--- src/icache_pkg.sv ---
`default_nettype none

package icache_pkg;

    localparam int addr_w         = 32;
    localparam int index_w        = 8;                           // 256 sets
    localparam int offset_w       = 4;                           // 16-byte lines
    localparam int tag_w          = addr_w - index_w - offset_w; // 20
    localparam int words_per_line = 4;
    localparam int num_sets       = 1 << index_w;
    localparam int word_sel_w     = offset_w - 2;                // word within line

    typedef logic [tag_w-1:0]             tag_t;
    typedef logic [31:0]                  word_t;
    typedef word_t [words_per_line-1:0]   line_t;                // word 0 in low bits

    typedef struct packed {
        logic              valid;
        logic [addr_w-1:0] addr;    // byte address, word aligned
    } fetch_req_t;

    typedef struct packed {
        logic  valid;
        word_t data;
    } fetch_rsp_t;

    typedef struct packed {
        logic              cyc;
        logic              stb;
        logic              we;      // always low, read only master
        logic [addr_w-1:0] adr;     // word aligned
        logic [3:0]        sel;
    } wb_m2s_t;

    // address split: tag 31..12, index 11..4, word 3..2
    function automatic tag_t addr_tag(input logic [addr_w-1:0] addr);
        return addr[addr_w-1 -: tag_w];
    endfunction

    function automatic logic [index_w-1:0] addr_index(input logic [addr_w-1:0] addr);
        return addr[offset_w +: index_w];
    endfunction

    function automatic logic [word_sel_w-1:0] addr_word(input logic [addr_w-1:0] addr);
        return addr[2 +: word_sel_w];
    endfunction

endpackage

`default_nettype wire

--- src/icache_ctrl.sv ---
`timescale 1ns/1ps
`default_nettype none

module icache_ctrl (
    input  wire logic                   clk,
    input  wire logic                   reset,
    input  wire icache_pkg::fetch_req_t stage_req,  // request whose RAM read is out
    input  wire icache_pkg::tag_t       tag0_rd,
    input  wire icache_pkg::tag_t       tag1_rd,
    input  wire logic                   valid0,
    input  wire logic                   valid1,
    input  wire logic                   lru,
    input  wire icache_pkg::line_t      data0_rd,
    input  wire icache_pkg::line_t      data1_rd,
    output icache_pkg::tag_t            tag_wd,
    output logic                        tag0_we,
    output logic                        tag1_we,
    output logic                        lru_update,
    output logic                        hit_way,
    output logic                        data0_rw,
    output logic                        data1_rw,
    output icache_pkg::line_t           data_wd,
    output logic                        replay,     // RAMs take the staged index
    output logic                        req_ready,
    output icache_pkg::fetch_rsp_t      fetch_rsp,
    output icache_pkg::wb_m2s_t         wb_m,
    input  wire logic                   wb_ack,
    input  wire icache_pkg::word_t      wb_dat
);
    import icache_pkg::*;

    typedef enum logic [2:0] {
        s_idle,                                     // compare stage
        s_fetch,                                    // strobe out, waiting for ack
        s_gap,                                      // stb low between words
        s_fill,                                     // write line and tag
        s_replay,                                   // re-read staged set
        s_rehit,                                    // compare on the refilled line
        s_resp                                      // response out, next request taken
    } state_t;

    state_t                state;
    logic [word_sel_w-1:0] word_cnt;                // refill word in flight
    logic                  victim;                  // way being refilled
    line_t                 fill_line;               // collected refill words
    tag_t                  req_tag;
    logic [index_w-1:0]    req_index;
    logic [word_sel_w-1:0] req_word;
    logic                  hit0;
    logic                  hit1;
    logic                  hit;
    logic                  miss;
    word_t                 hit_word;
    logic                  rsp_valid;
    word_t                 rsp_data;

    assign req_tag   = addr_tag(stage_req.addr);
    assign req_index = addr_index(stage_req.addr);
    assign req_word  = addr_word(stage_req.addr);

    // tag compare on both ways
    assign hit0     = valid0 && (tag0_rd == req_tag);
    assign hit1     = valid1 && (tag1_rd == req_tag);
    assign hit      = ((state == s_idle) || (state == s_rehit)) && stage_req.valid
                      && (hit0 || hit1);
    assign miss     = (state == s_idle) && stage_req.valid && !(hit0 || hit1);
    assign hit_way  = hit1;
    assign hit_word = hit1 ? data1_rd[req_word] : data0_rd[req_word];

    assign req_ready  = ((state == s_idle) && !miss) || (state == s_resp);
    assign replay     = !req_ready;                 // stall from miss until the response
    assign lru_update = hit;

    // refill writes
    assign tag_wd   = req_tag;
    assign data_wd  = fill_line;
    assign tag0_we  = (state == s_fill) && !victim;
    assign tag1_we  = (state == s_fill) && victim;
    assign data0_rw = tag0_we;
    assign data1_rw = tag1_we;

    // Wishbone classic with one single read per word of the line
    assign wb_m = '{
        cyc: (state == s_fetch) || (state == s_gap),
        stb: (state == s_fetch),
        we:  1'b0,
        adr: {req_tag, req_index, word_cnt, 2'b00},
        sel: '1
    };

    assign fetch_rsp = '{valid: rsp_valid, data: rsp_data};

    always_ff @(posedge clk) begin
        if (reset) begin
            state    <= s_idle;
            word_cnt <= '0;
            victim   <= 1'b0;
        end else begin
            case (state)
                s_idle: begin
                    if (miss) begin
                        state    <= s_fetch;
                        word_cnt <= '0;
                        // invalid way first then the LRU way
                        victim   <= !valid0 ? 1'b0 : (!valid1 ? 1'b1 : lru);
                    end
                end
                s_fetch: begin
                    if (wb_ack) begin
                        if (word_cnt == word_sel_w'(words_per_line - 1)) begin
                            state <= s_fill;        // last word in
                        end else begin
                            state <= s_gap;
                        end
                        word_cnt <= word_cnt + 1'b1;
                    end
                end
                s_gap:    state <= s_fetch;
                s_fill:   state <= s_replay;        // read here still sees old line
                s_replay: state <= s_rehit;         // compare sees new line next
                s_rehit:  state <= s_resp;          // replayed hit registers the word
                s_resp:   state <= s_idle;
                default:  state <= s_idle;
            endcase
        end
    end

    always_ff @(posedge clk) begin
        if ((state == s_fetch) && wb_ack) begin
            fill_line[word_cnt] <= wb_dat;
        end
    end

    always_ff @(posedge clk) begin
        rsp_data <= hit_word;
        if (reset) begin
            rsp_valid <= 1'b0;
        end else begin
            rsp_valid <= hit;                       // one cycle per hit
        end
    end

endmodule

`default_nettype wire

--- config.mk ---
export PLATFORM = sky130hd
export DESIGN_NAME = icache_ctrl
export DESIGN_NICKNAME = d
export VERILOG_FILES = /design/src/icache_pkg.sv /design/src/icache_ctrl.sv
export SDC_FILE = /design/constraint.sdc
export NUM_CORES = 1
export LEC_CHECK = 0
export ABC_AREA = 1
export ABC_CLOCK_PERIOD_IN_PS = 3680
export BUFFER_PORTS_ARGS = -buffer_cell sky130_fd_sc_hd__buf_2
export CAP_MARGIN = 20
export CORE_AREA = 2 2 229 231
export DETAILED_ROUTE_END_ITERATION = 6
export DIE_AREA = 0 0 231 233
export GPL_ROUTABILITY_DRIVEN = 1
export PLACE_DENSITY = 0.5
export SKIP_CTS_REPAIR_TIMING = 1
export SYNTH_ARGS = -nofsm -noshare
export SYNTH_HDL_FRONTEND = slang
export SYNTH_SLANG_ARGS = --single-unit
--- constraint.sdc ---
create_clock -name clk -period 3.68 [get_ports clk]
set_clock_uncertainty 0.1 [all_clocks]
set_input_delay 0.736 -clock clk [delete_from_list [all_inputs] [get_ports clk]]
set_output_delay 0.736 -clock clk [all_outputs]
set_load 0.1 [all_outputs]
==> metrics.cfg, run 1 <==
[worst_setup_path]
critical-path-max-stage-delay_ns=0.41
end_kind=output port
r2r_slack_ns=1.37
cp.required_ns=2.84
crit_buf_inv=4
crit_arrival_ns=2.50
criticalPathCategory=in2out
worstPathCellList=buf_2, inv_2, o21ai_1, nor2_1, nand2_1, nor2_1, nand3_1, nand3_1, nand2_1, o21ai_2, inv_1, buf_2
startpoint_type=input port
cp_top_family=simple AND/OR/NAND/NOR gates
critPathSlowestCell=buf_2
reg2reg_from=state[0]
r2r-end=data_wd[91]
r2r_cells=7
path_max_fanout=5

[global_route]
grt_antenna_before_repair=2
grt_max_degree=97
grt_pass1_wl_um=45900
grtUsageTotal_pct=11.7
gr-total-overflow=0
grt_pass1_vias=7991

[finish]
fin_util_pct=25.0
multi_input_area_um2=2960
layout-drive-gt1-share_pct=42.4
regArea_um2=4620
nFillCells=5588
diodes=0
fin_area_um2=12800
syn2layout_area_growth_pct=42.4
layout.nets=1880

[pwr]
power_per_cell_area_nw_per_um2=433
p_leak_nw=6.51
peakVddDrop_v=0.000331

[synth]
ys_seq_elements=167
synth.distinct_cells=38
synthSimpleGateAreaFrac_pct=10.4
synth_top_family_by_area=buffers and inverters
synth-main-ff-cell=edfxtp_1
synth_seq_area_share_pct=51.6
syn-cell-area_um2=8970
synth_compound_area_share_pct=13.9
yosys.area_share.adder_pct=0.558
synthMuxAreaShare_pct=7.14
ys_warn_count=0
synth.top_cell.area_share_pct=42.9
synthTopCellsByArea=edfxtp_1 43%, dfxtp_1 8.7%, inv_1 8.1%
synth_largest_area_cell=edfxtp_1
avgSynthCellArea_um2=8.95
synth_edf_count=128
synth-xor-area-share_pct=0.293
netlist_instances=1002
async_flop_share_pct=0

[timing]
min_period_ns=3.33
slew_headroom_pct=57.9
finalHoldViolCount=0
setup_ws_ns=0.345
setup_viol=0
tns_ns=0
drv_slew=0
max_freq_mhz=300
rsz0062_at_grt=false
final.period_utilization_pct=90.6
worst_pin_slew_ns=0.631

[floorplan]
start_util_pct=17.6
fp.coreArea_um2=51100
die_w_um=231
ios=595
dieArea_um2=53800
num_rows=83
die_h_um=233

[placed_design]
dpl.hpwl_um=26700
postPlaceCellArea_um2=12200
place_ws_ns=0.376
port_buffers=569
place.gp.congestion=0.889

[min_path]
whs_endpoint=data_wd[22]
min_path_type=in2reg
min_from=wb_dat[22]
holdPathStages=1

[clock_tree]
clock_latency_ns=0.47
cts_tree=yes
cts_buffers=17
clk_transition_reported_paths_ns=0.07
root_buffer=clkbuf_16
cts_num_sinks=167
cts_buffer_depth=2
h-tree-depth=4

[routing]
detail_route.iter0.violations=350
wl_per_cell_um=14.8
first_pass_iters=5
wirelength_um=32700
ant_nets=0
routed_via_density=3.83
vias=8436
drc=0

[flow_run]
maxCapViolCount=0

[status]
status=finished, final reports clean

-- metal layers --
| metal | up-vias | track usage (%) | part of all wire [%] |
|---|---|---|---|
| met1 | 3765 | 14.4 | 44 |
| met2 | 412 | 18.6 | 45 |
| met4 | 0 | 5.75 | 3.2 |
| met5 | - | 0 | 0 |
| li1 | 4214 | - | - |
| met3 | 45 | 3.42 | 8.2 |
-- worst register-to-register path, delay by kind of cell, from the launching register on --
family                 cells  cell delay [ns]
AND/OR/NAND/NOR            4             0.79
buffers and inverters      3             0.62
flip-flops                 1             0.41
-- through the flow --
stage / hold slack (ns) / power (mW) / std cells
6_report: 0.391 / 5.54 / 2202
5_1_grt: 0.353 / 5.80 / 2202
4_1_cts: 0.329 / 5.64 / 2202
3_5_place_dp: 0.456 / 3.77 / 2170
3_3_place_gp: 0.437 / 3.76 / 2170
2_1_floorplan: 0.426 / 3.37 / 1007
-- cell usage in the layout, fill, tap and decap left out, types with 4 or more instances in the layout --
cell       count
buf_4         10
conb_1         7
inv_8          6
clkbuf_16     17
dfxtp_1       39
buf_2        567
nand2_1      147
nand3_1        8
mux2i_1       64
nor2_1        38
inv_6          4
o21ai_0      120
a21oi_1       66
ha_1           4
inv_1        193
edfxtp_1     128
inv_2         10
nor2_4         4
o21ai_1       50
nand2_2        5
-- synth_stat cells (6+ instances only) --
library cell  number
inv_1            193
nand2_1          147
edfxtp_1         128
o21ai_0          120
a21oi_1           66
buf_4             66
mux2i_1           64
o21ai_1           50
nor2_1            42
dfxtp_1           39
clkbuf_1          10
inv_2             10
buf_1              9
nand3_1            8
buf_2              6
buf_6              6
-- logic make-up (layout without fill, tap and decap cells) --
| family | count (synthesis) | count (layout) |
|---|---|---|
| flops | 167 | 167 |
| buf+inv | 301 | 816 |
| compound gates | 244 | 244 |
| xor+xnor | 3 | 3 |
| fa+ha+maj | 4 | 4 |
| simple gates | 217 | 217 |
| other cells | 2 | 7 |
| mux | 64 | 64 |
-- power breakdown --
part           internal [mW]  total [mW]  switching [mW]
registers               2.11        2.13          0.0228
clock network          0.917        1.82           0.901
logic                  0.368        1.59            1.22
-- cell type report --
class                   count  area share, %
repair buffers            581           23.4
clock inverters            15           1.30
well taps                 680           6.66
flip-flops and latches    167           36.2
clock buffers              17           3.33
multi-input cells         539           23.2
inverters                 203           5.97
-- registers in the layout, summed over array words and instances, names as in the netlist --
| name | cells |
|---|---|
| data_wd | 128 |
| rsp_data | 32 |
| rsp_valid | 1 |
| state | 3 |
| victim | 1 |
| word_cnt | 2 |
-- worst max-delay path by stage --
stage / to / slack (ns) / cells after the start / from
global route: replay / 0.23 / 13 / stage_req[25]
CTS: replay / 0.37 / 12 / stage_req[17]
global placement: replay / 0.40 / 10 / stage_req[30]
floorplan: data_wd[0] / 0.14 / 6 / state[0]
finish: replay / 0.35 / 12 / stage_req[17]
detailed placement: replay / 0.38 / 12 / stage_req[17]
Note: power is estimated with default switching activity, not from simulation.
==> run 2, diff against run 1 <==
==> constraint.sdc (replaced) <==
create_clock -name clk -period 3.68 [get_ports clk]
set_clock_uncertainty 0.1 [all_clocks]
set_input_delay 0.736 -clock clk [delete_from_list [all_inputs] [get_ports clk]]
set_output_delay 0.736 -clock clk [all_outputs]
set_load 0.02 [all_outputs]
==> run 2 against run 1 <==
Compared with the run above:
- flip-flop and latch count is the same
- via count is 0.40% lower
- largest cell class unchanged
- global-route usage up 0.069 points
- final cell count about the same
==> metrics.cfg, run 2 (synthesized netlist as in run 1, its figures left out) <==
[worst_setup_path]
end_kind=output port  ; unchanged
r2r_cells=7  ; unchanged
cp.required_ns=2.84  ; about the same
crit_arrival_ns=2.35  ; was 2.50 ns
reg2reg_from=state[0]  ; unchanged
path_max_fanout=5  ; unchanged
r2r_slack_ns=1.36  ; was 1.37 ns
r2r-end=data_wd[127]  ; was data_wd[91]
startpoint_type=input port  ; unchanged
criticalPathCategory=in2out  ; unchanged

[clock_tree]
cts_num_sinks=167  ; unchanged
clock_latency_ns=0.46  ; was 0.47 ns
cts_buffers=17  ; unchanged
cts_buffer_depth=2  ; unchanged
clk_transition_reported_paths_ns=0.08  ; was 0.07 ns
h-tree-depth=4  ; unchanged
cts_tree=yes  ; unchanged
root_buffer=clkbuf_16  ; unchanged

[finish]
syn2layout_area_growth_pct=42.3  ; was 42.4%
fin_util_pct=25.0  ; about the same
layout.nets=1881  ; was 1,880
layout_commonest_cell=buf_2  ; unchanged
layout-drive-gt1-share_pct=42.5  ; was 42.4%
fin_area_um2=12800  ; about the same
layout_common_cells=568 x buf_2, 193 x inv_1, 147 x nand2_1, 128 x edfxtp_1, 120 x o21ai_0  ; was 567 x buf_2, 193 x inv_1, 147 x nand2_1, 128 x edfxtp_1, 120 x o21ai_0
largest_reg_flops=128  ; unchanged
diodes=0  ; unchanged

[status]
status=finished, final reports clean  ; unchanged

[pwr]
p_leak_nw=6.52  ; was 6.51 nW
power_per_cell_area_nw_per_um2=384  ; was 433 nW/um2
finalPower_mw=4.90  ; was 5.54 mW
peakVddDrop_v=0.000336  ; was 0.000331 V

[timing]
setup_ws_ns=0.492  ; was 0.345 ns
setup_viol=0  ; unchanged
slew_headroom_pct=56.4  ; was 57.9%
tns_ns=0  ; unchanged
final.period_utilization_pct=86.6  ; was 90.6%
drv_slew=0  ; unchanged
min_period_ns=3.19  ; was 3.33 ns
finalHoldViolCount=0  ; unchanged
rsz0062_at_grt=false  ; unchanged
worst_pin_slew_ns=0.654  ; was 0.631 ns
max_freq_mhz=314  ; was 300 MHz

[min_path]
whs_endpoint=data_wd[93]  ; was data_wd[22]
min_path_type=in2reg  ; unchanged
holdPathStages=1  ; unchanged
min_from=wb_dat[29]  ; was wb_dat[22]

[placed_design]
place.gp.congestion=0.879  ; was 0.889
place_ws_ns=0.551  ; was 0.376 ns
dpl.hpwl_um=26700  ; about the same
postPlaceCellArea_um2=12200  ; about the same
port_buffers=569  ; unchanged

[routing]
detail_route.iter0.violations=388  ; was 350
first_pass_iters=6  ; was 5
drc=0  ; unchanged
routed_via_density=3.81  ; was 3.83
vias=8402  ; was 8,436
wl_per_cell_um=14.9  ; was 14.8 um
wirelength_um=32800  ; was 32,700 um
ant_nets=0  ; unchanged

[flow_run]
maxCapViolCount=0  ; unchanged

[floorplan]
fp.coreArea_um2=51100  ; unchanged
start_util_pct=17.6  ; unchanged
ios=595  ; unchanged
num_rows=83  ; unchanged
die_h_um=233  ; unchanged
dieArea_um2=53800  ; unchanged
die_w_um=231  ; unchanged

[global_route]
grt_antenna_before_repair=1  ; was 2
grt_pass1_vias=7833  ; was 7,991
grtUsageTotal_pct=11.7  ; about the same
grt_max_degree=97  ; unchanged
gr-total-overflow=0  ; unchanged
grt_pass1_wl_um=46100  ; was 45,900 um

## run 2: through the flow
step / std cells / hold WS [ns]
2_1_floorplan: 1007 / 0.426
3_3_place_gp: 2171 / 0.428
3_5_place_dp: 2171 / 0.442
4_1_cts: 2203 / 0.328
5_1_grt: 2203 / 0.346
6_report: 2203 / 0.380
## run 2: where the power goes
part           internal [mW]  switching (mW)  total (mW)
clock network          0.920           0.908        1.83
registers               2.11          0.0221        2.13
logic                  0.360           0.586       0.946
total                   3.38            1.52        4.90
## run 2: cell type report
class                   instances  area (um2)
fillers                      5659       38300
flip-flops and latches        167        4620
repair buffers                582        2980
multi-input cells             539        2960
well taps                     680         851
inverters                     203         762
clock buffers                  17         425
clock inverters                15         169
## run 2: metal layers
metal / vias to the layer above / GRT usage (%) / routed length (um)
met2: 421 / 18.5 / 14800
li1: 4218 / - / -
met5: - / 0 / 0
met3: 29 / 4.17 / 3130
met1: 3734 / 14.7 / 14200
met4: 0 / 4.25 / 616
## run 2: worst max path at each step
stage / start / end / slack [ns] / depth (start not counted)
after global placement: stage_req[25] / replay / 0.57 / 13
after detailed placement: stage_req[30] / replay / 0.55 / 10
after CTS: stage_req[30] / replay / 0.53 / 10
after global routing: stage_req[17] / replay / 0.34 / 13
final: stage_req[30] / replay / 0.49 / 10
after floorplan: state[0] / data_wd[0] / 0.76 / 6
## run 2: worst max-delay path, cell delays in order
cell and delay, ns:
buf_2 0.13, xnor2_1 0.38, nand3_1 0.13, nor2_1 0.11, nand3_1 0.18, nand3_1 0.23, nand2_1 0.15, o21ai_2 0.10
inv_1 0.05, buf_2 0.15
==> run 3, diff against run 2 <==
--- a/config.mk
+++ b/config.mk
@@ -7,8 +7,8 @@
 export LEC_CHECK = 0
 export ABC_AREA = 1
 export ABC_CLOCK_PERIOD_IN_PS = 3680
-export BUFFER_PORTS_ARGS = -buffer_cell sky130_fd_sc_hd__buf_2
-export CAP_MARGIN = 20
+export BUFFER_PORTS_ARGS = -buffer_cell sky130_fd_sc_hd__buf_4
+export CAP_MARGIN = 15
 export CORE_AREA = 2 2 229 231
 export DETAILED_ROUTE_END_ITERATION = 6
 export DIE_AREA = 0 0 231 233
==> run 3 against run 2 <==
Compared with the run above:
- critical path depth stayed put
- sequential share of layout area is 3.6 points lower
- sequential power hardly changed
- hold slack worse by 0.019 ns
- clock power hardly changed
==> metrics.cfg, run 3 (synthesized netlist as in run 1, its figures left out) <==
[status]
status=finished, final reports clean  ; unchanged

[worst_setup_path]
end_kind=output port  ; unchanged
crit_arrival_ns=2.36  ; was 2.35 ns
reg2reg_from=state[0]  ; unchanged
criticalPathCategory=in2out  ; unchanged
r2r_cells=7  ; unchanged
r2r_slack_ns=1.34  ; was 1.36 ns
path_max_fanout=5  ; unchanged
startpoint_type=input port  ; unchanged
r2r-end=data_wd[95]  ; was data_wd[127]
cp.required_ns=2.84  ; about the same

[timing]
worst_pin_slew_ns=0.696  ; was 0.654 ns
slew_headroom_pct=53.6  ; was 56.4%
setup_ws_ns=0.486  ; was 0.492 ns
max_freq_mhz=313  ; was 314 MHz
tns_ns=0  ; unchanged
setup_viol=0  ; unchanged
finalHoldViolCount=0  ; unchanged
min_period_ns=3.19  ; about the same
rsz0062_at_grt=false  ; unchanged
drv_slew=0  ; unchanged
final.period_utilization_pct=86.8  ; was 86.6%
hold_ws_ns=0.361  ; was 0.380 ns

[routing]
drc=0  ; unchanged
ant_nets=0  ; unchanged
first_pass_iters=5  ; was 6
routed_via_density=3.81  ; about the same
vias=8383  ; was 8,402
wl_per_cell_um=15.7  ; was 14.9 um
wirelength_um=34600  ; was 32,800 um
detail_route.iter0.violations=391  ; was 388

[pwr]
pwr-share-comb_pct=21.8  ; was 19.3%
pwr-share-clk_pct=36.2  ; was 37.3%
power_per_cell_area_nw_per_um2=359  ; was 384 nW/um2
swShare_pct=30.4  ; was 30.9%
internal_power_mw=3.54  ; was 3.38 mW
finalPower_mw=5.08  ; was 4.90 mW
p_sw_mw=1.54  ; was 1.52 mW
peakVddDrop_v=0.000317  ; was 0.000336 V
p_leak_nw=6.98  ; was 6.52 nW
pwr-share-seq_pct=41.9  ; was 43.4%

[floorplan]
start_util_pct=17.6  ; unchanged
die_w_um=231  ; unchanged
dieArea_um2=53800  ; unchanged
ios=595  ; unchanged
die_h_um=233  ; unchanged
num_rows=83  ; unchanged
fp.coreArea_um2=51100  ; unchanged

[global_route]
gr-total-overflow=0  ; unchanged
grt_pass1_vias=7999  ; was 7,833
grt_max_degree=97  ; unchanged
grtUsageTotal_pct=12.4  ; was 11.7%
grt_antenna_before_repair=3  ; was 1
grt_pass1_wl_um=48900  ; was 46,100 um

[clock_tree]
root_buffer=clkbuf_16  ; unchanged
cts_num_sinks=167  ; unchanged
cts_tree=yes  ; unchanged
clock_latency_ns=0.46  ; about the same
clk_transition_reported_paths_ns=0.07  ; was 0.08 ns
h-tree-depth=4  ; unchanged
cts_buffers=17  ; unchanged
cts_buffer_depth=2  ; unchanged

[finish]
largest_reg_flops=128  ; unchanged
syn2layout_area_growth_pct=58.0  ; was 42.3%
layout.nets=1879  ; was 1,881
fin_cells=2201  ; was 2,203
nFillCells=5515  ; was 5,659
diodes=0  ; unchanged
layout_commonest_cell=buf_4  ; was buf_2
fin_util_pct=27.7  ; was 25.0%
fin_area_um2=14200  ; was 12,800 um2
layout_common_cells=577 x buf_4, 193 x inv_1, 147 x nand2_1, 128 x edfxtp_1, 120 x o21ai_0  ; was 568 x buf_2, 193 x inv_1, 147 x nand2_1, 128 x edfxtp_1, 120 x o21ai_0
layout-drive-gt1-share_pct=42.4  ; was 42.5%

[min_path]
min_path_type=in2reg  ; unchanged
holdPathStages=2  ; was 1
min_from=reset  ; was wb_dat[29]
whs_endpoint=word_cnt[1]  ; was data_wd[93]

[placed_design]
dpl.hpwl_um=28000  ; was 26,700 um
postPlaceCellArea_um2=13600  ; was 12,200 um2
port_buffers=569  ; unchanged
place_inst=2169  ; was 2,171
place_ws_ns=0.561  ; was 0.551 ns
place.gp.congestion=0.847  ; was 0.879

[flow_run]
maxCapViolCount=0  ; unchanged

-- run 3: how the worst max path moves through the flow --
| stage | from | endpoint | slack, ns | cells after the start |
|---|---|---|---|---|
| final | stage_req[30] | replay | 0.49 | 10 |
| after global routing | stage_req[30] | replay | 0.38 | 10 |
| after CTS | stage_req[30] | replay | 0.54 | 10 |
| after detailed placement | stage_req[30] | replay | 0.56 | 10 |
| after global placement | stage_req[30] | replay | 0.53 | 10 |
| after floorplan | state[0] | data_wd[0] | 0.76 | 6 |
-- run 3: worst max-delay path: stages --
cell	delay, ns
buf_4	0.13
xnor2_1	0.40
nand3_1	0.13
nor2_1	0.11
nand3_1	0.17
nand3_1	0.22
nand2_1	0.14
o21ai_2	0.10
inv_1	0.06
buf_4	0.15
-- run 3: routing by layer --
metal | up-vias | global-route usage [%] | share of wire (%)
met1 | 3740 | 15.6 | 43
met2 | 407 | 19.9 | 46
met4 | 0 | 4.15 | 1.6
met5 | - | 0 | 0
met3 | 28 | 4.09 | 8.8
li1 | 4208 | - | -
-- run 3: layout make-up --
type	instances	area (um2)	area share, %
clock buffer	17	425	3.00
clock inverter	15	171	1.21
inverter	203	762	5.38
multi-input combinational	539	2960	20.9
sequential	167	4620	32.6
timing repair buffer	580	4380	30.9
tap	680	851	6.00
-- run 3: power by group through the flow --
stage                     Combinational [mW]  Clock [mW]  Sequential [mW]
final                                   1.11        1.84             2.13
after floorplan                        0.455           0             2.26
after global routing                    1.21        1.98             2.14
after global placement                  1.12           0             2.17
after CTS                               1.12        1.93             2.13
after detailed placement                1.12           0             2.17
